--- config.mk ---
export PLATFORM = sky130hd
export DESIGN_NAME = regfile
export DESIGN_NICKNAME = d
export VERILOG_FILES = /design/src/design/rv_isa_pkg.sv /design/src/design/regfile.sv
export SDC_FILE = /design/constraint.sdc
export NUM_CORES = 2
export LEC_CHECK = 0
export BUFFER_PORTS_ARGS = -buffer_cell sky130_fd_sc_hd__buf_2
export CORE_UTILIZATION = 58
export CTS_CLUSTER_SIZE = 14
export DETAILED_ROUTE_END_ITERATION = 6
export PLACE_DENSITY = 0.78
export SLEW_MARGIN = 15
export SYNTH_ARGS = -nofsm -noshare
export SYNTH_HDL_FRONTEND = slang
export SYNTH_SLANG_ARGS = --single-unit
--- constraint.sdc ---
create_clock -name clock -period 2.6 [get_ports clock]
set_clock_uncertainty 0.1 [all_clocks]
set_input_delay 0.65 -clock clock [delete_from_list [all_inputs] [get_ports clock]]
set_output_delay 0.65 -clock clock [all_outputs]
set_load 0.02 [all_outputs]
--- src/design/rv_isa_pkg.sv ---
package rv_isa_pkg;

  // data path and register file geometry
  localparam int XLEN = 32;
  localparam int NUM_REGS = 32;
  localparam int REG_AW = $clog2(NUM_REGS);

  // first fetch address after reset
  localparam logic [XLEN-1:0] RESET_PC = 32'h8000_0000;

  // major opcodes of the supported RV32I subset
  typedef enum logic [6:0] {
    OPC_LUI    = 7'b01_101_11,
    OPC_AUIPC  = 7'b00_101_11,
    OPC_JAL    = 7'b11_011_11,
    OPC_JALR   = 7'b11_001_11,
    OPC_BRANCH = 7'b11_000_11,
    OPC_LOAD   = 7'b00_000_11,
    OPC_STORE  = 7'b01_000_11,
    OPC_OP_IMM = 7'b00_100_11,
    OPC_OP     = 7'b01_100_11
  } opcode_e;

  // funct3 of OP and OP-IMM
  localparam logic [2:0] F3_ADD  = 3'b000;
  localparam logic [2:0] F3_SLL  = 3'b001;
  localparam logic [2:0] F3_SLT  = 3'b010;
  localparam logic [2:0] F3_SLTU = 3'b011;
  localparam logic [2:0] F3_XOR  = 3'b100;
  localparam logic [2:0] F3_SR   = 3'b101;
  localparam logic [2:0] F3_OR   = 3'b110;
  localparam logic [2:0] F3_AND  = 3'b111;

  // funct3 of the conditional branches
  localparam logic [2:0] F3_BEQ  = 3'b000;
  localparam logic [2:0] F3_BNE  = 3'b001;
  localparam logic [2:0] F3_BLT  = 3'b100;
  localparam logic [2:0] F3_BGE  = 3'b101;
  localparam logic [2:0] F3_BLTU = 3'b110;
  localparam logic [2:0] F3_BGEU = 3'b111;

  // load and store widths where bit 2 marks zero extension
  localparam logic [2:0] F3_MEM_B  = 3'b000;
  localparam logic [2:0] F3_MEM_H  = 3'b001;
  localparam logic [2:0] F3_MEM_W  = 3'b010;
  localparam logic [2:0] F3_MEM_BU = 3'b100;
  localparam logic [2:0] F3_MEM_HU = 3'b101;

  localparam logic [2:0] F3_JALR = 3'b000;

  // ALT selects SUB and the arithmetic right shift
  localparam logic [6:0] FUNCT7_BASE = 7'b00000_00;
  localparam logic [6:0] FUNCT7_ALT  = 7'b01000_00;

endpackage

--- src/design/regfile.sv ---
module regfile (
  input  logic                          clock,
  input  logic                          rst_n,
  input  logic [rv_isa_pkg::REG_AW-1:0] raddr1,
  input  logic [rv_isa_pkg::REG_AW-1:0] raddr2,
  output logic [rv_isa_pkg::XLEN-1:0]   rdata1,
  output logic [rv_isa_pkg::XLEN-1:0]   rdata2,
  input  logic                          wen,
  input  logic [rv_isa_pkg::REG_AW-1:0] waddr,
  input  logic [rv_isa_pkg::XLEN-1:0]   wdata
);

  import rv_isa_pkg::*;

  logic [XLEN-1:0] regs [NUM_REGS];

  // x0 is never written so it keeps its reset value
  always_ff @(posedge clock or negedge rst_n) begin
    if (!rst_n) begin
      for (int i = 0; i < NUM_REGS; i++) begin
        regs[i] <= '0;
      end
    end else if (wen && waddr != '0) begin
      regs[waddr] <= wdata;
    end
  end

  assign rdata1 = regs[raddr1];
  assign rdata2 = regs[raddr2];

  // a write aimed at x0 must not change it
  assert property (@(posedge clock) disable iff (!rst_n)
    (wen && waddr == '0) |=> (regs[0] == '0))
    else $error("regfile: x0 no longer reads zero");

endmodule

# Word-level counts from Yosys, hierarchy flattened
# Cells that the tools add are included.
[classes] magnitude_cmp=4 muxes=9 n_bitwise=3 n_reduce_logical=3
[op_table] cell="$bwmux 1024" n=1
[op_table] cell="$bmux 32 s5" n=2
[op_table] cell="$demux 32 s5" n=1
[op_table] cell="$mux 32" n=5
[op_table] cell="$ge 6x6->1 const B" n=3
[op_table] cell="$not 5->6" n=3
[op_table] cell="$lt 6x1->1 const B" n=1
[op_table] cell="$reduce_bool 5->1" n=1
[op_table] cell="$logic_and 1x1->1" n=2
[word_totals] register_bits=1024 inputBits=50 output_inout_bits=64 word_cells=51

# Longest topological paths before layout
[logic_depth] depth_word=6 depth_mapped=8 ltp_nobuf=5

# Least setup slack after synthesis
# OpenSTA, ideal clock, no wires.
[synth_timing] kind="input-to-output" startpoint="input raddr1[1] in the netlist's numbering" endpoint="output rdata1[11] in the netlist's numbering" arrival_time_ps=1964 t_required_ps=1850 slack_ps=-114 path_stages=8 path_buffers=4 cell_sequence="buf_2 buf_4 buf_2 buf_2 mux2i_1 nand2_1 a31oi_1 nand3_1"
[synth_via] elab_chain_len=4
[synth_rtl] element="start: declaration" line="regfile.sv:4" rtl="input logic [rv_isa_pkg::REG_AW-1:0] raddr1,"
[synth_rtl] element="$not 5->6 (not written as such)" line="regfile.sv:28" rtl="assign rdata1 = regs[raddr1];"
[synth_rtl] element="$bmux 32 s5" line="regfile.sv:28"
[synth_rtl] element="$mux 32 (not written as such) (2 in a row)" line="regfile.sv:28"
[synth_rtl] element="end: declaration" line="regfile.sv:6" rtl="output logic [rv_isa_pkg::XLEN-1:0] rdata1,"
# Every way passes these cells. The select of a mux whose other input is x is not followed.

# Final worst setup path
[layout_timing] startpoint="input raddr1[1] in the netlist's numbering" endpoint="output rdata1[13] in the netlist's numbering"
# Same word-level chain as after synthesis.

==> Implementation_results.wiki <==
{| class="wikitable"
! Metric !! Value
|-
| Run status || finished, violations left
|-
| Failing checks || negative setup slack
|-
| Synthesis-stage register bit count || 1,024
|-
| Flip-flop count of the largest register, all copies and words added || 1,024
|-
| Maximum fanout count along the critical path || 8
|-
| Total standard cell area after synthesis || 0.0559 sq mm
|-
| Root cell of the clock tree || sky130_fd_sc_hd__clkbuf_16
|-
| Warning count from the yosys run || 0
|-
| Overall die height || 313 microns
|-
| Total wire length after detailed routing || 194,000 microns
|-
| Num rows || 113
|-
| Setup slack after layout || -0.637 ns
|-
| Port Buffers || 113
|-
| Post-Synthesis Mean Instance Area || 12.2 sq um
|-
| Commonest non-fill, non-tap cells in the layout || sky130_fd_sc_hd__dfrtp_1 (1,022), sky130_fd_sc_hd__mux2i_1 (978), sky130_fd_sc_hd__mux2_2 (953), sky130_fd_sc_hd__buf_4 (291), sky130_fd_sc_hd__nand2_1 (193)
|-
| Number of CTS-inserted buffers || 106
|-
| Remaining DRCs || 0
|-
| Net count reported at finish || 5,015
|-
| Crit start category || input pin
|-
| Setup repair after global routing missed its margin || true
|-
| Largest registers || regs (1024)
|-
| Clk sinks || 1,024
|-
| Max-cap violation count || 0
|-
| Post-synthesis net count || 4,651
|-
| Class of the tightest hold or removal check || reg2reg
|-
| Final critical-path share of the clock period || 1.24
|-
| Detailed-router iteration count before antenna repair || 6
|-
| Pin count of the biggest net entering global routing || 67
|-
| Number of global-route vias before repair || 43,100
|-
| Post-route total power || 0.0490 W
|-
| Die outline width || 313 microns
|-
| First-pass GRT wire length || 271,000 microns
|-
| Kind of end point of the critical path || output port
|-
| Drt initial violations || 5,595
|-
| Biggest register || regs
|-
| Fin. Hold Viols || 0
|-
| Mean routed wirelength per cell || 30.7 microns
|-
| Critical path required time || 1.85 ns
|-
| Core footprint || 0.0953 sq mm
|-
| Post-Synthesis Cells || 4,601
|-
| Fin util || 0.734
|-
| Worst slack after detailed placement || -0.547 ns
|-
| Maximum frequency from static timing analysis || 0.309 GHz
|-
| CTS tree || done
|-
| Reg clk slew, reported paths || 0.06 ns
|-
| Number of max-slew violations in the final report || 0
|-
| Area Overhead vs Synth || 25.1%
|-
| Critical Setup Path Class || in2out
|-
| Per-cell via count in the routed design || 6.93
|-
| Placer's final routability congestion estimate || 0.883
|-
| Data arrival, critical path || 2.49 ns
|-
| Fin crit period || 3.24 ns
|-
| Boundary pin count || 114
|-
| Initial core utilization || 0.587
|-
| Transition at the pin with the smallest max-transition slack || 0.783 ns
|-
| Leakage power total || 33.0 nW
|-
| Global-route total usage across every layer || 0.365
|-
| CTS H-Tree Depth || 3
|-
| Clock buffer depth || 3
|-
| Power density normalized to cell area || 700 mW/mm^2
|-
| Slew Limit Headroom || 0.477
|-
| Worst hold path depth || 0
|-
| Worst VDD drop || 0.000575 V
|-
| Post-DRT Antenna Nets || 0
|-
| Final hold slack || 0.299 ns
|-
| Number of vias in the routed layout || 43,900
|-
| Insertion delay to the later sink of the worst-skew pair || 0.69 ns
|-
| Overflow left after global routing || 0
|-
| Layout cells sized above 1 || 0.424
|-
| Sequential area share after synthesis || 0.458
|-
| Filler cells || 5,473
|-
| Floorplan die area || 0.0977 sq mm
|-
| Most common library cell in the layout ignoring fill and taps || sky130_fd_sc_hd__dfrtp_1
|-
| Count of cell types in the netlist || 28
|-
| Estimated wirelength of the detail-placed design || 109,000 microns
|-
| Setup violators final || 64
|-
| Number of antenna violations at the first check in global routing || 14
|-
| Reg2reg path depth || 2
|}
worst max-delay path: stages:
cell and delay [ns]:
sky130_fd_sc_hd__buf_16 0.16, sky130_fd_sc_hd__buf_12 0.17, sky130_fd_sc_hd__buf_6 0.18, sky130_fd_sc_hd__buf_4 0.15, sky130_fd_sc_hd__mux2i_2 0.35, sky130_fd_sc_hd__a21oi_1 0.27, sky130_fd_sc_hd__a31oi_4 0.23, sky130_fd_sc_hd__nand3_2 0.14
sky130_fd_sc_hd__buf_6 0.16
cells by family after synthesis:
logic type / after synthesis / share of synthesized area
buffers and inverters: 473 / 0.0450
DFF: 1024 / 0.458
AOI/OAI and AO/OA: 576 / 0.0701
muxes: 2016 / 0.383
and+or+nand+nor: 512 / 0.0439
final cells by class:
type / instances / area (sq um) / share of cell area
multi-input combinational: 3105 / 29500 / 0.421
sequential: 1024 / 25600 / 0.366
timing repair buffer: 728 / 9650 / 0.138
clock buffer: 157 / 3130 / 0.0447
tap: 1265 / 1580 / 0.0226
clock inverter: 39 / 480 / 0.00687
antenna: 9 / 22.5 / 0.000322
power by group:
part / switching, W / leakage [nW] / internal (W) / total, W
Sequential: 0.00272 / 13.1 / 0.0190 / 0.0217
Clock: 0.00668 / 1.77 / 0.00930 / 0.0160
Combinational: 0.00534 / 18.1 / 0.00598 / 0.0113
Total: 0.0147 / 33.0 / 0.0342 / 0.0490
synth_stat cells:
master,count,share of area
sky130_fd_sc_hd__dfrtp_1,1024,0.46
sky130_fd_sc_hd__buf_6,48,0.0097
sky130_fd_sc_hd__buf_4,64,0.0086
sky130_fd_sc_hd__and2_1,2,0.00022
sky130_fd_sc_hd__a22oi_1,192,0.026
sky130_fd_sc_hd__nor3b_1,1,0.00013
sky130_fd_sc_hd__nor2_4,16,0.0032
sky130_fd_sc_hd__nor3_1,65,0.0058
sky130_fd_sc_hd__buf_1,26,0.0017
sky130_fd_sc_hd__a21oi_1,192,0.017
sky130_fd_sc_hd__nand3_1,194,0.017
sky130_fd_sc_hd__mux2_2,953,0.19
sky130_fd_sc_hd__nor2b_1,4,0.00045
sky130_fd_sc_hd__clkbuf_1,224,0.015
sky130_fd_sc_hd__nand3b_1,4,0.00054
sky130_fd_sc_hd__buf_2,111,0.0099
sky130_fd_sc_hd__a31oi_1,64,0.0072
sky130_fd_sc_hd__and3_1,1,0.00011
sky130_fd_sc_hd__a22o_1,128,0.020
sky130_fd_sc_hd__nand2b_1,4,0.00045
sky130_fd_sc_hd__nor2_1,3,0.00020
sky130_fd_sc_hd__or3b_4,1,0.00020
sky130_fd_sc_hd__mux2_1,39,0.0079
sky130_fd_sc_hd__and3b_1,1,0.00016
sky130_fd_sc_hd__mux2i_1,1024,0.18
sky130_fd_sc_hd__nand2_1,210,0.014
sky130_fd_sc_hd__or2_2,3,0.00034
sky130_fd_sc_hd__nor3b_2,3,0.00067
layer usage:
| metal | wire, microns | part of all wire | GRT usage |
|---|---|---|---|
| met1 | 73400 | 0.38 | 0.487 |
| met2 | 87200 | 0.45 | 0.556 |
| met4 | 11900 | 0.061 | 0.184 |
| met3 | 21500 | 0.11 | 0.0868 |
| met5 | 0 | 0 | 0 |
repair_timing:
| action | 4_1_cts | 5_1_grt |
|---|---|---|
| gates cloned | 29 | 28 |
| endpoints found under the hold margin | 18 | 0 |
| hold buffers | 1 | 0 |
| resized for setup | 326 | 228 |
| setup endpoints to repair | 64 | 64 |
| pin swaps | 96 | 136 |
| buffers inserted | 72 | 62 |
stage by stage:
stage | instances | cell area, sq um | setup TNS, ns
2_1_floorplan | 4601 | 56400 | -0.305
3_3_place_gp | 5952 | 61400 | -26.40
3_5_place_dp | 5952 | 61400 | -27.55
4_1_cts | 6240 | 67800 | -18.62
5_1_grt | 6325 | 70000 | -24.22
6_report | 6327 | 70000 | -23.18
path summary, 6_finish.rpt:
kind                            slack, ns                    from                      to
min in group asynchronous            0.32                   rst_n   regs[705]$_DFFE_PN0P_
worst max register to register       1.54   regs[954]$_DFFE_PN0P_   regs[954]$_DFFE_PN0P_
worst max-delay path                -0.64               raddr1[1]              rdata1[13]
worst min register to register       0.30  regs[1013]$_DFFE_PN0P_  regs[1013]$_DFFE_PN0P_
max in group asynchronous            1.05                   rst_n   regs[142]$_DFFE_PN0P_
worst min-delay path                 0.30  regs[1013]$_DFFE_PN0P_  regs[1013]$_DFFE_PN0P_
Power figures use the tool's default switching activity.
