### src/design/rv_isa_pkg.sv
package rv_isa_pkg;

  // data path and register file geometry
  localparam int XLEN = 32;
  localparam int NUM_REGS = 32;
  localparam int REG_AW = $clog2(NUM_REGS);

  // first fetch address after reset
  localparam logic [XLEN-1:0] RESET_PC = 32'h8000_0000;

  // major opcodes of the supported RV32I subset
  typedef enum logic [6:0] {
    OPC_LUI    = 7'b01_101_11,
    OPC_AUIPC  = 7'b00_101_11,
    OPC_JAL    = 7'b11_011_11,
    OPC_JALR   = 7'b11_001_11,
    OPC_BRANCH = 7'b11_000_11,
    OPC_LOAD   = 7'b00_000_11,
    OPC_STORE  = 7'b01_000_11,
    OPC_OP_IMM = 7'b00_100_11,
    OPC_OP     = 7'b01_100_11
  } opcode_e;

  // funct3 of OP and OP-IMM
  localparam logic [2:0] F3_ADD  = 3'b000;
  localparam logic [2:0] F3_SLL  = 3'b001;
  localparam logic [2:0] F3_SLT  = 3'b010;
  localparam logic [2:0] F3_SLTU = 3'b011;
  localparam logic [2:0] F3_XOR  = 3'b100;
  localparam logic [2:0] F3_SR   = 3'b101;
  localparam logic [2:0] F3_OR   = 3'b110;
  localparam logic [2:0] F3_AND  = 3'b111;

  // funct3 of the conditional branches
  localparam logic [2:0] F3_BEQ  = 3'b000;
  localparam logic [2:0] F3_BNE  = 3'b001;
  localparam logic [2:0] F3_BLT  = 3'b100;
  localparam logic [2:0] F3_BGE  = 3'b101;
  localparam logic [2:0] F3_BLTU = 3'b110;
  localparam logic [2:0] F3_BGEU = 3'b111;

  // load and store widths where bit 2 marks zero extension
  localparam logic [2:0] F3_MEM_B  = 3'b000;
  localparam logic [2:0] F3_MEM_H  = 3'b001;
  localparam logic [2:0] F3_MEM_W  = 3'b010;
  localparam logic [2:0] F3_MEM_BU = 3'b100;
  localparam logic [2:0] F3_MEM_HU = 3'b101;

  localparam logic [2:0] F3_JALR = 3'b000;

  // ALT selects SUB and the arithmetic right shift
  localparam logic [6:0] FUNCT7_BASE = 7'b00000_00;
  localparam logic [6:0] FUNCT7_ALT  = 7'b01000_00;

endpackage

### src/design/core_ctrl_pkg.sv
package core_ctrl_pkg;

  import rv_isa_pkg::*;

  // data memory size in 32-bit words
  localparam int DMEM_WORDS = 256;
  localparam int DMEM_AW = $clog2(DMEM_WORDS);

  // the six compare ops drive cond and leave the sum on result
  typedef enum logic [3:0] {
    ALU_ADD, ALU_SUB, ALU_SLL, ALU_SLT, ALU_SLTU, ALU_XOR, ALU_SRL, ALU_SRA,
    ALU_OR, ALU_AND, ALU_EQ, ALU_NE, ALU_LT, ALU_GE, ALU_LTU, ALU_GEU
  } alu_op_e;

  typedef enum logic {OP2_REG, OP2_IMM} op2_sel_e;

  typedef enum logic [1:0] {OP1_REG, OP1_PC, OP1_ZERO} op1_sel_e;

  typedef enum logic [1:0] {WB_ALU, WB_LOAD, WB_PC4} wb_sel_e;

  // jal jumps to pc + imm and jalr to rs1 + imm with bit 0 cleared
  typedef enum logic [1:0] {NPC_SEQ, NPC_JAL, NPC_JALR, NPC_BRANCH} npc_sel_e;

  typedef enum logic [1:0] {MEM_BYTE, MEM_HALF, MEM_WORD} mem_size_e;

  // everything the decoder hands to the execute path
  typedef struct packed {
    logic [REG_AW-1:0] rs1;
    logic [REG_AW-1:0] rs2;
    logic [REG_AW-1:0] rd;
    logic [XLEN-1:0]   imm;
    alu_op_e           alu_op;
    op1_sel_e          op1_sel;
    op2_sel_e          op2_sel;
    wb_sel_e           wb_sel;
    npc_sel_e          npc_sel;
    logic              reg_wen;
    logic              mem_ren;
    logic              mem_wen;
    mem_size_e         mem_size;
    logic              mem_unsigned;
  } ctrl_t;

  // retire report for each accepted instruction
  typedef struct packed {
    logic              valid;
    logic [XLEN-1:0]   pc;
    logic [XLEN-1:0]   next_pc;
    logic              reg_wen;
    logic [REG_AW-1:0] rd;
    logic [XLEN-1:0]   wdata;
  } commit_t;

endpackage

### src/design/idu.sv
module idu (
  input  logic [rv_isa_pkg::XLEN-1:0] inst,
  input  logic                        ivalid,
  output core_ctrl_pkg::ctrl_t        ctrl
);

  import rv_isa_pkg::*;
  import core_ctrl_pkg::*;

  logic [6:0]      opcode;
  logic [2:0]      funct3;
  logic [6:0]      funct7;
  logic            is_lui;
  logic            is_auipc;
  logic            is_jal;
  logic            is_jalr;
  logic            is_branch;
  logic            is_load;
  logic            is_store;
  logic            is_op_imm;
  logic            is_op;
  logic            shift_ok;
  logic [XLEN-1:0] imm;
  alu_op_e         alu_op;
  mem_size_e       mem_size;

  assign opcode = inst[6:0];
  assign funct3 = inst[14:12];
  assign funct7 = inst[31:25];

  // instruction flags, each one only set for a legal encoding
  assign is_lui    = opcode == OPC_LUI;
  assign is_auipc  = opcode == OPC_AUIPC;
  assign is_jal    = opcode == OPC_JAL;
  assign is_jalr   = (opcode == OPC_JALR) && (funct3 == F3_JALR);
  assign is_branch = (opcode == OPC_BRANCH) &&
                     (funct3 inside {F3_BEQ, F3_BNE, F3_BLT, F3_BGE, F3_BLTU, F3_BGEU});
  assign is_load   = (opcode == OPC_LOAD) &&
                     (funct3 inside {F3_MEM_B, F3_MEM_H, F3_MEM_W, F3_MEM_BU, F3_MEM_HU});
  assign is_store  = (opcode == OPC_STORE) && (funct3 inside {F3_MEM_B, F3_MEM_H, F3_MEM_W});

  // shift immediates carry funct7 in imm[11:5]
  assign shift_ok  = (funct3 == F3_SLL) ? (funct7 == FUNCT7_BASE) :
                     (funct3 == F3_SR)  ? (funct7 inside {FUNCT7_BASE, FUNCT7_ALT}) : 1'b1;
  assign is_op_imm = (opcode == OPC_OP_IMM) && shift_ok;
  assign is_op     = (opcode == OPC_OP) &&
                     ((funct7 == FUNCT7_BASE) ||
                      ((funct7 == FUNCT7_ALT) && (funct3 inside {F3_ADD, F3_SR})));

  // immediate by format in the order U, J, B, I and S
  always_comb begin
    imm = '0;
    if (is_lui || is_auipc) begin
      imm = {inst[31:12], 12'b0};
    end else if (is_jal) begin
      imm = {{12{inst[31]}}, inst[19:12], inst[20], inst[30:21], 1'b0};
    end else if (is_branch) begin
      imm = {{20{inst[31]}}, inst[7], inst[30:25], inst[11:8], 1'b0};
    end else if (is_jalr || is_load || is_op_imm) begin
      imm = {{20{inst[31]}}, inst[31:20]};
    end else if (is_store) begin
      imm = {{20{inst[31]}}, inst[31:25], inst[11:7]};
    end
  end

  always_comb begin
    alu_op = ALU_ADD;
    if (is_branch) begin
      case (funct3)
        F3_BEQ:  alu_op = ALU_EQ;
        F3_BNE:  alu_op = ALU_NE;
        F3_BLT:  alu_op = ALU_LT;
        F3_BGE:  alu_op = ALU_GE;
        F3_BLTU: alu_op = ALU_LTU;
        default: alu_op = ALU_GEU;
      endcase
    end else if (is_op || is_op_imm) begin
      case (funct3)
        F3_ADD:  alu_op = (is_op && funct7 == FUNCT7_ALT) ? ALU_SUB : ALU_ADD;
        F3_SLL:  alu_op = ALU_SLL;
        F3_SLT:  alu_op = ALU_SLT;
        F3_SLTU: alu_op = ALU_SLTU;
        F3_XOR:  alu_op = ALU_XOR;
        F3_SR:   alu_op = (funct7 == FUNCT7_ALT) ? ALU_SRA : ALU_SRL;
        F3_OR:   alu_op = ALU_OR;
        default: alu_op = ALU_AND;
      endcase
    end
  end

  always_comb begin
    case (funct3)
      F3_MEM_B, F3_MEM_BU: mem_size = MEM_BYTE;
      F3_MEM_H, F3_MEM_HU: mem_size = MEM_HALF;
      default:             mem_size = MEM_WORD;
    endcase
  end

  always_comb begin
    ctrl.rs1          = inst[19:15];
    ctrl.rs2          = inst[24:20];
    ctrl.rd           = inst[11:7];
    ctrl.imm          = imm;
    ctrl.alu_op       = alu_op;
    // lui adds the immediate to zero
    ctrl.op1_sel      = is_lui ? OP1_ZERO : (is_auipc ? OP1_PC : OP1_REG);
    ctrl.op2_sel      = (is_op || is_branch) ? OP2_REG : OP2_IMM;
    ctrl.wb_sel       = is_load ? WB_LOAD : ((is_jal || is_jalr) ? WB_PC4 : WB_ALU);
    ctrl.npc_sel      = is_jal ? NPC_JAL : (is_jalr ? NPC_JALR :
                        (is_branch ? NPC_BRANCH : NPC_SEQ));
    ctrl.reg_wen      = ivalid && (is_lui || is_auipc || is_jal || is_jalr ||
                                   is_load || is_op_imm || is_op);
    ctrl.mem_ren      = ivalid && is_load;
    ctrl.mem_wen      = ivalid && is_store;
    ctrl.mem_size     = mem_size;
    ctrl.mem_unsigned = funct3[2];
  end

  // the lsu and the pc logic both rely on at most one of these
  always_comb begin
    assert ($onehot0({is_load, is_store, is_jal || is_jalr}))
      else $error("idu: load, store and jump decoded together");
  end

endmodule

### config.mk
export PLATFORM = sky130hd
export DESIGN_NAME = idu
export DESIGN_NICKNAME = d
export VERILOG_FILES = /design/src/design/rv_isa_pkg.sv /design/src/design/core_ctrl_pkg.sv /design/src/design/idu.sv
export SDC_FILE = /design/constraint.sdc
export NUM_CORES = 1
export LEC_CHECK = 0
export BUFFER_PORTS_ARGS = -buffer_cell sky130_fd_sc_hd__clkbuf_2
export CAP_MARGIN = 20
export CORE_MARGIN = 8
export CORE_UTILIZATION = 38
export DETAILED_ROUTE_END_ITERATION = 6
export GPL_ROUTABILITY_DRIVEN = 0
export PLACE_DENSITY = 0.85
export REMOVE_ABC_BUFFERS = 1
export SLEW_MARGIN = 10
export SYNTH_ARGS = -nofsm -noshare
export SYNTH_HDL_FRONTEND = slang
export SYNTH_SLANG_ARGS = --single-unit
export TNS_END_PERCENT = 100
### constraint.sdc
create_clock -name vclk -period 2.3
set_clock_uncertainty 0.1 [all_clocks]
set_input_delay 0.23 -clock vclk [all_inputs]
set_output_delay 0.23 -clock vclk [all_outputs]
set_load 0.05 [all_outputs]
==> out/summary.md, run 1 <==
Logic synthesis
• **simple logic cell fraction of the synthesized area** 38.0%
• **arithmetic-cell share of the synthesized area counting full adders, half adders and majority gates** 0%
• **Cell variety after synth** 42
• **xor/xnor cell area share of the yosys netlist** 0.902%
• **area fraction in compound gates after synthesis** 39.9%
• **cell count after synthesis** 161
• **sequential element share of the synthesized area** 0%
• **number of warnings printed during yosys synthesis** 0
• **proportion of synthesized area in mux cells** 1.03%
• **Cell Area, Synth** 971 µm²
• **combinational family with the most area after synthesis** compound AO/OA/AOI/OAI gates
• **mean post-synth cell area** 6.03 µm²

STA
• **final worst endpoint reported by repair_timing after global routing** ctrl[25]
• **pin category terminating the worst setup path after the last repair** primary output

Outcome
• **Halt Reason** [ERROR DPL-0033] detailed placement checks failed during check placement.
• **outcome** stopped before the end
• **step where the flow halted** global routing

Floorplanning
• **ports placed on the boundary** 97
• **floorplan row count** 18
• **chip width** 66.5 µm
• **y dimension of the die** 66.5 µm
• **Initial Util** 39.6%

Clock tree
• **CTS Hold Buffers Added** 0

Placement
• **number of I/O port buffers** 97
• **pre-CTS WS** -0.392 ns
• **DPL Wire Length** 5.26 mm

Global route
• **pin count of the biggest net entering global routing** 19
• **initial antenna violation count** 0

==> through the flow <==
step | util [%] | cell area (µm²) | hold WS (ns) | instances | setup TNS [ns]
4_1_cts | 91.2 | 2240 | 0.676 | 306 | -7.08
3_3_place_gp | 85.0 | 2090 | 0.676 | 302 | -5.39
3_5_place_dp | 85.0 | 2090 | 0.676 | 302 | -8.26
2_1_floorplan | - | 783 | 0.360 | 132 | -26.05
==> repair_timing <==
| item | 4_1_cts |
|---|---|
| endpoints found under the hold margin | 0 |
| pin swaps | 8 |
| resized for setup | 31 |
| setup buffers | 4 |
| endpoints found under the setup margin | 36 |
==> synth_stat cells, types with 2 or more instances <==
cell type   n  area (µm²)
a211oi_1    2        15.0
a21boi_0    7        52.6
a21oi_1    27         135
a22o_1      5        43.8
and2_1      3        18.8
and3_1      2        12.5
buf_2       3        15.0
buf_4      18         135
clkbuf_1    6        22.5
inv_1       2        7.51
nand2_1    24        90.1
nand2b_1    3        18.8
nand3_1     3        15.0
nand4_1     3        18.8
nor2_1      6        22.5
nor2b_1     8        50.1
nor3_1      6        30.0
o21ai_0     6        30.0
o31ai_1     3        22.5
or2_2       2        12.5
==> cell families after synthesis <==
kind of cell,count (synthesis)
buffers and inverters,31
xor gates and xnor gates,1
AOI/OAI and AO/OA,60
and+or+nand+nor,68
muxes,1
==> inputs of run 2 (changes only) <==
Settings changed: CORE_AREA from default to 8 8 69 71, CORE_MARGIN 8 to default, CORE_UTILIZATION 38 to default, DIE_AREA from default to 0 0 77 79, PLACE_DENSITY 0.85 to default, PLACE_DENSITY_LB_ADDON from default to 0.15.
==> out/summary.md, run 2 <==
Outcome
• **outcome** finished, violations left
• **failing checks** negative setup slack

Floorplanning
• **ports placed on the boundary** 97
• **floorplan row count** 23
• **y dimension of the die** 79 µm
• **floorplan core area** 3800 µm²
• **chip width** 77 µm
• **Initial Util** 25.6%
• **total die area** 6080 µm²

STA
• **Final Hold Vio Count** 0
• **worst slew pin tran** 0.755 ns
• **setup repair after global routing missed its margin** yes
• **final max-slew violation count** 0
• **Slew Limit Headroom** 49.6%
• **final hold slack** 0.674 ns
• **clock period minus worst slack** 2.44 ns
• **Worst Setup Slack, final** -0.140 ns
• **period utilization** 106%
• **number of setup violations in the final report** 34
• **Max Freq** 0.410 GHz

Pwr
• **leakage power total** 1.11 nW
• **clock network power share** 0%
• **power per unit of standard cell area** 139 nW/µm²
• **fraction of power consumed by sequential logic** 0%
• **cell-internal power** 0.000128 W
• **combinational group share of total power** 100.0%
• **maximum vdd ir drop** 0.0799 mV
• **net switching power figure** 0.000204 W
• **switching part of the total power** 61.5%

Finish
• **proportion of layout cells with a drive suffix above 1** 65.2%
• **antenna cells** 0
• **count of sequential standard cells** 0
• **leading cell types in the layout, fill and taps excluded** clkbuf_2, buf_4, buf_12, nand2_1, a21oi_1
• **most frequent standard cell in the layout excluding fill and tap cells** clkbuf_2
• **count of nets after finishing** 311
• **area occupied by registers** 0 µm²
• **Post-Route Utilization** 62.8%
• **synth-to-layout area growth** 146%
• **number of clock buffers in the layout** 0

Global route
• **global-route wire length before repair** 8.05 mm
• **gr usage total** 15.2%
• **pin count of the biggest net entering global routing** 13
• **initial antenna violation count** 0
• **total grt overflow** 0
• **via count of the first global-routing pass** 1,576

Setup path
• **path type of the worst setup path** in -> out
• **delay of the slowest cell on the worst path** 0.53 ns
• **type of destination of the critical path** primary output
• **cell chain of the critical path** buf_6, or4_4, o41a_1, nor3_4, buf_6, nor3_4, a21oi_1, buf_12
• **CP max stage cell** or4_4
• **data arrival time of the critical path** 2.11 ns
• **CP startpoint kind** input pin
• **required time of the critical path** 1.97 ns
• **highest fanout seen on the critical path** 5

Logic synthesis
• **top cell type by total area after synthesis** a21oi_1
• **portion of synthesized cell area occupied by the leading cell type** 13.9%
• **most common library cells after synthesis** a21oi_1, nand2_1, buf_4
• **combinational family with the most area after synthesis** compound AO/OA/AOI/OAI gates
• **Cell Area, Synth** 971 µm²
• **proportion of synthesized area in mux cells** 1.03%
• **sequential element share of the synthesized area** 0%
• **simple logic cell fraction of the synthesized area** 38.0%
• **cell count after synthesis** 161
• **area fraction in compound gates after synthesis** 39.9%
• **leading post-synthesis cells by cell area** a21oi_1, buf_4, nand2_1
• **arithmetic-cell share of the synthesized area counting full adders, half adders and majority gates** 0%
• **xor/xnor cell area share of the yosys netlist** 0.902%
• **Cell variety after synth** 42
• **mean post-synth cell area** 6.03 µm²
• **most frequent cell after synthesis** a21oi_1
• **number of warnings printed during yosys synthesis** 0

Clock tree
• **CTS Hold Buffers Added** 0

Routing
• **drt wl/cell** 16.1 µm
• **number of vias after detailed routing** 1,638
• **post-route DRC violation count** 0
• **post-detailed-routing wire length** 5.25 mm
• **DRT antenna net count** 0
• **number of optimization iterations in the first detailed-route pass** 4
• **routed via count divided by cell count** 5.02
• **First DRT Iteration DRCs** 101

Placement
• **DPL Wire Length** 4.31 mm
• **number of I/O port buffers** 97

Hold path
• **HP Class** in -> out

Run
• **total of max-cap violations** 0

==> run 2: cell counts after synthesis <==
Identical to the previous run, type by type.
==> run 2: through the flow <==
step	power [W]	setup WS, ns	TNS [ns]	std cells	cell area [µm²]
3_3_place_gp	0.000311	-0.248	-5.92	321	2150
3_5_place_dp	0.000312	-0.307	-6.76	321	2150
6_report	0.000331	-0.140	-2.90	326	2390
4_1_cts	0.000323	-0.157	-3.47	323	2290
2_1_floorplan	0.0000903	-1.22	-26.05	132	783
5_1_grt	0.000350	-0.192	-5.09	326	2390
==> run 2: path summary, 6_finish.rpt <==
check / start / endpoint / slack (ns) / cells past startpoint
setup / recovery: inst[31] / ctrl[46] / -0.14 / 8
hold / removal: inst[19] / ctrl[63] / 0.67 / 2
==> run 2: area by class of cell <==
type / count / area, µm²
multi-input combinational: 132 / 952
tap: 50 / 62.6
timing repair buffer: 142 / 1360
inverter: 2 / 7.51
fill: 338 / 1410
==> run 2: timing repair <==
action | CTS | global route
pin swaps | 8 | 10
endpoints found under the setup margin | 35 | 38
buffers inserted | 1 | 2
gates cloned | 1 | 1
resized for setup | 39 | 18
==> run 2: kinds of logic (layout without fill, tap and decap cells) <==
kind of cell,Yosys count,after routing
AND/OR/NAND/NOR,68,70
XOR/XNOR,1,1
multiplexers,1,1
AO/OA/AOI/OAI,60,60
buffers and inverters,31,144
==> run 2: layer usage <==
metal  vias to the layer above  global-route usage, %  part of all wire, %
met5                         -                      0                    0
met4                         0                  0.943                 0.69
met2                        51                   30.1                   55
li1                        808                      -                    -
met1                       777                   17.5                   39
met3                         2                   2.03                  5.3
==> run 2: power by group through the flow <==
| stage | combinational, W | clock [W] | sequential (W) |
|---|---|---|---|
| 6_report | 0.000331 | 0 | 0 |
| 2_1_floorplan | 0.0000903 | 0 | 0 |
| 3_3_place_gp | 0.000311 | 0 | 0 |
| 3_5_place_dp | 0.000312 | 0 | 0 |
| 4_1_cts | 0.000323 | 0 | 0 |
| 5_1_grt | 0.000350 | 0 | 0 |
==> run 2: critical path, delay by kind of cell <==
family / cells / cell delay [ns]
AND/OR/NAND/NOR: 3 / 0.80
AO/OA/AOI/OAI: 2 / 0.63
buffers and inverters: 3 / 0.44
Power figures use the tool's default switching activity.
==> inputs of run 3 (changes only) <==
==> constraint.sdc (replaced) <==
create_clock -name vclk -period 2.2
set_clock_uncertainty 0.1 [all_clocks]
set_input_delay 0.33 -clock vclk [all_inputs]
set_output_delay 0.33 -clock vclk [all_outputs]
set_load 0.05 [all_outputs]
==> out/summary.md, run 3 (same netlist as run 2, synthesis figures left out) <==
STA
• **Final Hold Vio Count** 0
• **final max-slew violation count** 0
• **Worst Setup Slack, final** -0.446 ns
• **worst slew pin tran** 0.792 ns
• **final hold slack** 0.880 ns
• **period utilization** 120%
• **Max Freq** 0.378 GHz
• **Slew Limit Headroom** 47.1%
• **number of setup violations in the final report** 38
• **clock period minus worst slack** 2.65 ns
• **setup repair after global routing missed its margin** yes

Finish
• **number of clock buffers in the layout** 0
• **area occupied by registers** 0 µm²
• **fin cells** 334
• **count of sequential standard cells** 0
• **most frequent standard cell in the layout excluding fill and tap cells** clkbuf_2
• **Post-Route Utilization** 67.4%
• **leading cell types in the layout, fill and taps excluded** clkbuf_2, buf_4, buf_12, nand2_1, a21oi_2
• **count of nets after finishing** 319
• **synth-to-layout area growth** 164%
• **antenna cells** 0
• **filler instances** 316
• **multi-input logic area** 1020 µm²
• **final design area excluding fillers** 2560 µm²
• **proportion of layout cells with a drive suffix above 1** 70.4%

Placement
• **placed cell area** 2200 µm²
• **total instance count after detailed placement** 326
• **DPL Wire Length** 4.26 mm
• **number of I/O port buffers** 97

Pwr
• **power per unit of standard cell area** 143 nW/µm²
• **final total power** 0.000365 W
• **leakage power total** 1.19 nW
• **maximum vdd ir drop** 0.0653 mV

Floorplanning
• **chip width** 77 µm
• **y dimension of the die** 79 µm
• **floorplan row count** 23
• **floorplan core area** 3800 µm²
• **total die area** 6080 µm²
• **Initial Util** 25.6%
• **ports placed on the boundary** 97

Global route
• **initial antenna violation count** 0
• **global-route wire length before repair** 8.58 mm
• **gr usage total** 16.3%
• **total grt overflow** 0
• **via count of the first global-routing pass** 1,680
• **pin count of the biggest net entering global routing** 14

Hold path
• **HP Class** in -> out

Routing
• **First DRT Iteration DRCs** 103
• **post-route DRC violation count** 0
• **DRT antenna net count** 0
• **number of optimization iterations in the first detailed-route pass** 5
• **routed via count divided by cell count** 5.00
• **number of vias after detailed routing** 1,670
• **drt wl/cell** 16.7 µm
• **post-detailed-routing wire length** 5.57 mm

Clock tree
• **CTS Hold Buffers Added** 0

Outcome
• **outcome** finished, violations left
• **failing checks** negative setup slack

Setup path
• **CP startpoint kind** input pin
• **highest fanout seen on the critical path** 9
• **path type of the worst setup path** in -> out
• **data arrival time of the critical path** 2.22 ns
• **required time of the critical path** 1.77 ns
• **type of destination of the critical path** primary output

Run
• **total of max-cap violations** 0

## run 3: per-layer routing
metal	share of wire (%)	global-route usage, %	up-vias
met5	0	0	-
met4	0.79	1.70	0
met3	4.1	2.26	6
met2	54	31.9	51
met1	41	18.8	785
li1	-	-	828
## run 3: power by group
group / switching, W / leakage (nW) / internal [W] / total [W]
clock network: 0 / 0 / 0 / 0
logic: 0.000223 / 1.19 / 0.000142 / 0.000365
registers: 0 / 0 / 0 / 0
total: 0.000223 / 1.19 / 0.000142 / 0.000365
## run 3: worst paths after layout
path              startpoint  endpoint  slack (ns)  cells past startpoint
setup / recovery    inst[28]  ctrl[39]       -0.45                      8
hold / removal      inst[19]  ctrl[63]        0.88                      2
## run 3: per-stage QoR
| stage | setup WS [ns] | setup TNS (ns) |
|---|---|---|
| final | -0.446 | -14.55 |
| after CTS | -0.462 | -15.02 |
| after global routing | -0.519 | -16.27 |
| after global placement | -0.623 | -17.24 |
| after floorplan | -1.52 | -37.63 |
| after detailed placement | -0.674 | -18.48 |
## run 3: what timing repair did
action                     4_1_cts  5_1_grt
pin swaps                       16        6
setup endpoints to repair       40       41
cloned                           2        0
resized for setup               56       24
setup buffers                    3        3
## run 3: cell type report
| cell class | instances | share of cell area [%] |
|---|---|---|
| Multi-Input combinational cell | 132 | 39.8 |
| Timing Repair Buffer | 150 | 57.4 |
| Inverter | 2 | 0.293 |
| Tap cell | 50 | 2.44 |
## run 3: critical path: stages
cell     delay, ns
buf_6         0.09
or4_4         0.53
o41a_1        0.36
nor3_4        0.22
buf_6         0.18
nor3_4        0.10
a21oi_2       0.24
buf_12        0.16
==> inputs of run 4 (changes only) <==
Settings changed: BUFFER_PORTS_ARGS -buffer_cell sky130_fd_sc_hd__clkbuf_2 to -buffer_cell sky130_fd_sc_hd__buf_2.
==> out/summary.md, run 4 (same netlist as run 2, synthesis figures left out) <==
Floorplanning
• **chip width** 77 µm
• **floorplan core area** 3800 µm²
• **Initial Util** 25.6%
• **ports placed on the boundary** 97
• **y dimension of the die** 79 µm
• **floorplan row count** 23
• **total die area** 6080 µm²

Hold path
• **instance count along the most critical hold path** 2
• **HP Class** in -> out

Routing
• **drt wl/cell** 15.5 µm
• **First DRT Iteration DRCs** 37
• **DRT antenna net count** 0
• **routed via count divided by cell count** 4.90
• **post-route DRC violation count** 0
• **number of optimization iterations in the first detailed-route pass** 6
• **post-detailed-routing wire length** 5.12 mm
• **number of vias after detailed routing** 1,618

STA
• **number of setup violations in the final report** 38
• **Max Freq** 0.377 GHz
• **worst slew pin tran** 0.680 ns
• **final max-slew violation count** 0
• **period utilization** 121%
• **Worst Setup Slack, final** -0.452 ns
• **setup repair after global routing missed its margin** yes
• **Post-Route Setup TNS** -14.64 ns
• **clock period minus worst slack** 2.65 ns
• **Slew Limit Headroom** 54.6%
• **Final Hold Vio Count** 0

Global route
• **via count of the first global-routing pass** 1,671
• **initial antenna violation count** 0
• **gr usage total** 14.9%
• **pin count of the biggest net entering global routing** 19
• **total grt overflow** 0
• **global-route wire length before repair** 8.00 mm

Pwr
• **net switching power figure** 0.000213 W
• **fraction of power consumed by sequential logic** 0%
• **combinational group share of total power** 100.0%
• **power per unit of standard cell area** 154 nW/µm²
• **cell-internal power** 0.000122 W
• **maximum vdd ir drop** 0.0638 mV
• **clock network power share** 0%
• **final total power** 0.000335 W
• **leakage power total** 1.09 nW
• **switching part of the total power** 63.5%

Run
• **total of max-cap violations** 0

Setup path
• **path type of the worst setup path** in -> out
• **depth of the critical timing path with buffers and inverters included** 8
• **number of buffer and inverter stages on the critical path** 3
• **cell chain of the critical path** buf_6, or4_4, o41a_1, nor3_4, buf_6, nor3_4, a21boi_1, buf_4
• **delay of the slowest cell on the worst path** 0.53 ns
• **CP max stage cell** or4_4
• **required time of the critical path** 1.77 ns
• **data arrival time of the critical path** 2.22 ns
• **highest fanout seen on the critical path** 18
• **CP top delay family** simple AND/OR/NAND/NOR gates
• **type of destination of the critical path** primary output
• **CP startpoint kind** input pin

Finish
• **synth-to-layout area growth** 124%
• **final design area excluding fillers** 2170 µm²
• **leading cell types in the layout, fill and taps excluded** buf_4, buf_2, a21oi_1, buf_6, nand2_1
• **proportion of layout cells with a drive suffix above 1** 65.0%
• **area occupied by registers** 0 µm²
• **antenna cells** 0
• **count of sequential standard cells** 0
• **Post-Route Utilization** 57.2%
• **most frequent standard cell in the layout excluding fill and tap cells** buf_4
• **count of nets after finishing** 315
• **number of clock buffers in the layout** 0

Placement
• **DPL Wire Length** 3.97 mm
• **pre-CTS WS** -0.593 ns
• **placed cell area** 1700 µm²
• **number of I/O port buffers** 97

Outcome
• **outcome** finished, violations left
• **failing checks** negative setup slack

Clock tree
• **CTS Hold Buffers Added** 0

-- run 4: changes by cell type in the layout (fill, tap and decap cells not counted), sizes merged --
cell and change:
clkbuf -57, buf +55, nor3 -2
-- run 4: repair_timing --
action / in CTS / in global routing
cloned: 0 / 0
setup endpoints to repair: 39 / 40
pin swaps: 12 / 17
gates resized for setup: 100 / 29
buffers inserted: 4 / 2
-- run 4: cell type report --
type	count	area, µm²
Fill cell	363	1620
Timing Repair Buffer	148	1120
Multi-Input combinational cell	130	981
Tap cell	50	62.6
Inverter	2	7.51
-- run 4: worst paths after layout --
kind | from | slack, ns | to
hold / removal | inst[15] | 0.87 | ctrl[59]
setup / recovery | inst[28] | -0.45 | ctrl[22]
-- run 4: routing by layer --
layer  routed length, µm  vias up  GRT usage (%)  share of wire, %
met5                   0        -              0                 0
met4                  75        0          0.566               1.5
met3                 258        8           2.14               5.0
met2                2780       46           30.5                54
met1                2010      752           16.4                39
li1                    -      812              -                 -
-- run 4: power by group through the flow --
stage / logic [W] / clock network [W] / registers [W]
5_1_grt: 0.000356 / 0 / 0
6_report: 0.000335 / 0 / 0
4_1_cts: 0.000322 / 0 / 0
3_3_place_gp: 0.000297 / 0 / 0
3_5_place_dp: 0.000296 / 0 / 0
2_1_floorplan: 0.0000945 / 0 / 0
-- run 4: per-stage QoR --
step | cells | hold slack [ns]
2_1_floorplan | 132 | 0.560
3_3_place_gp | 325 | 0.865
3_5_place_dp | 325 | 0.865
4_1_cts | 329 | 0.865
5_1_grt | 330 | 0.871
6_report | 330 | 0.866
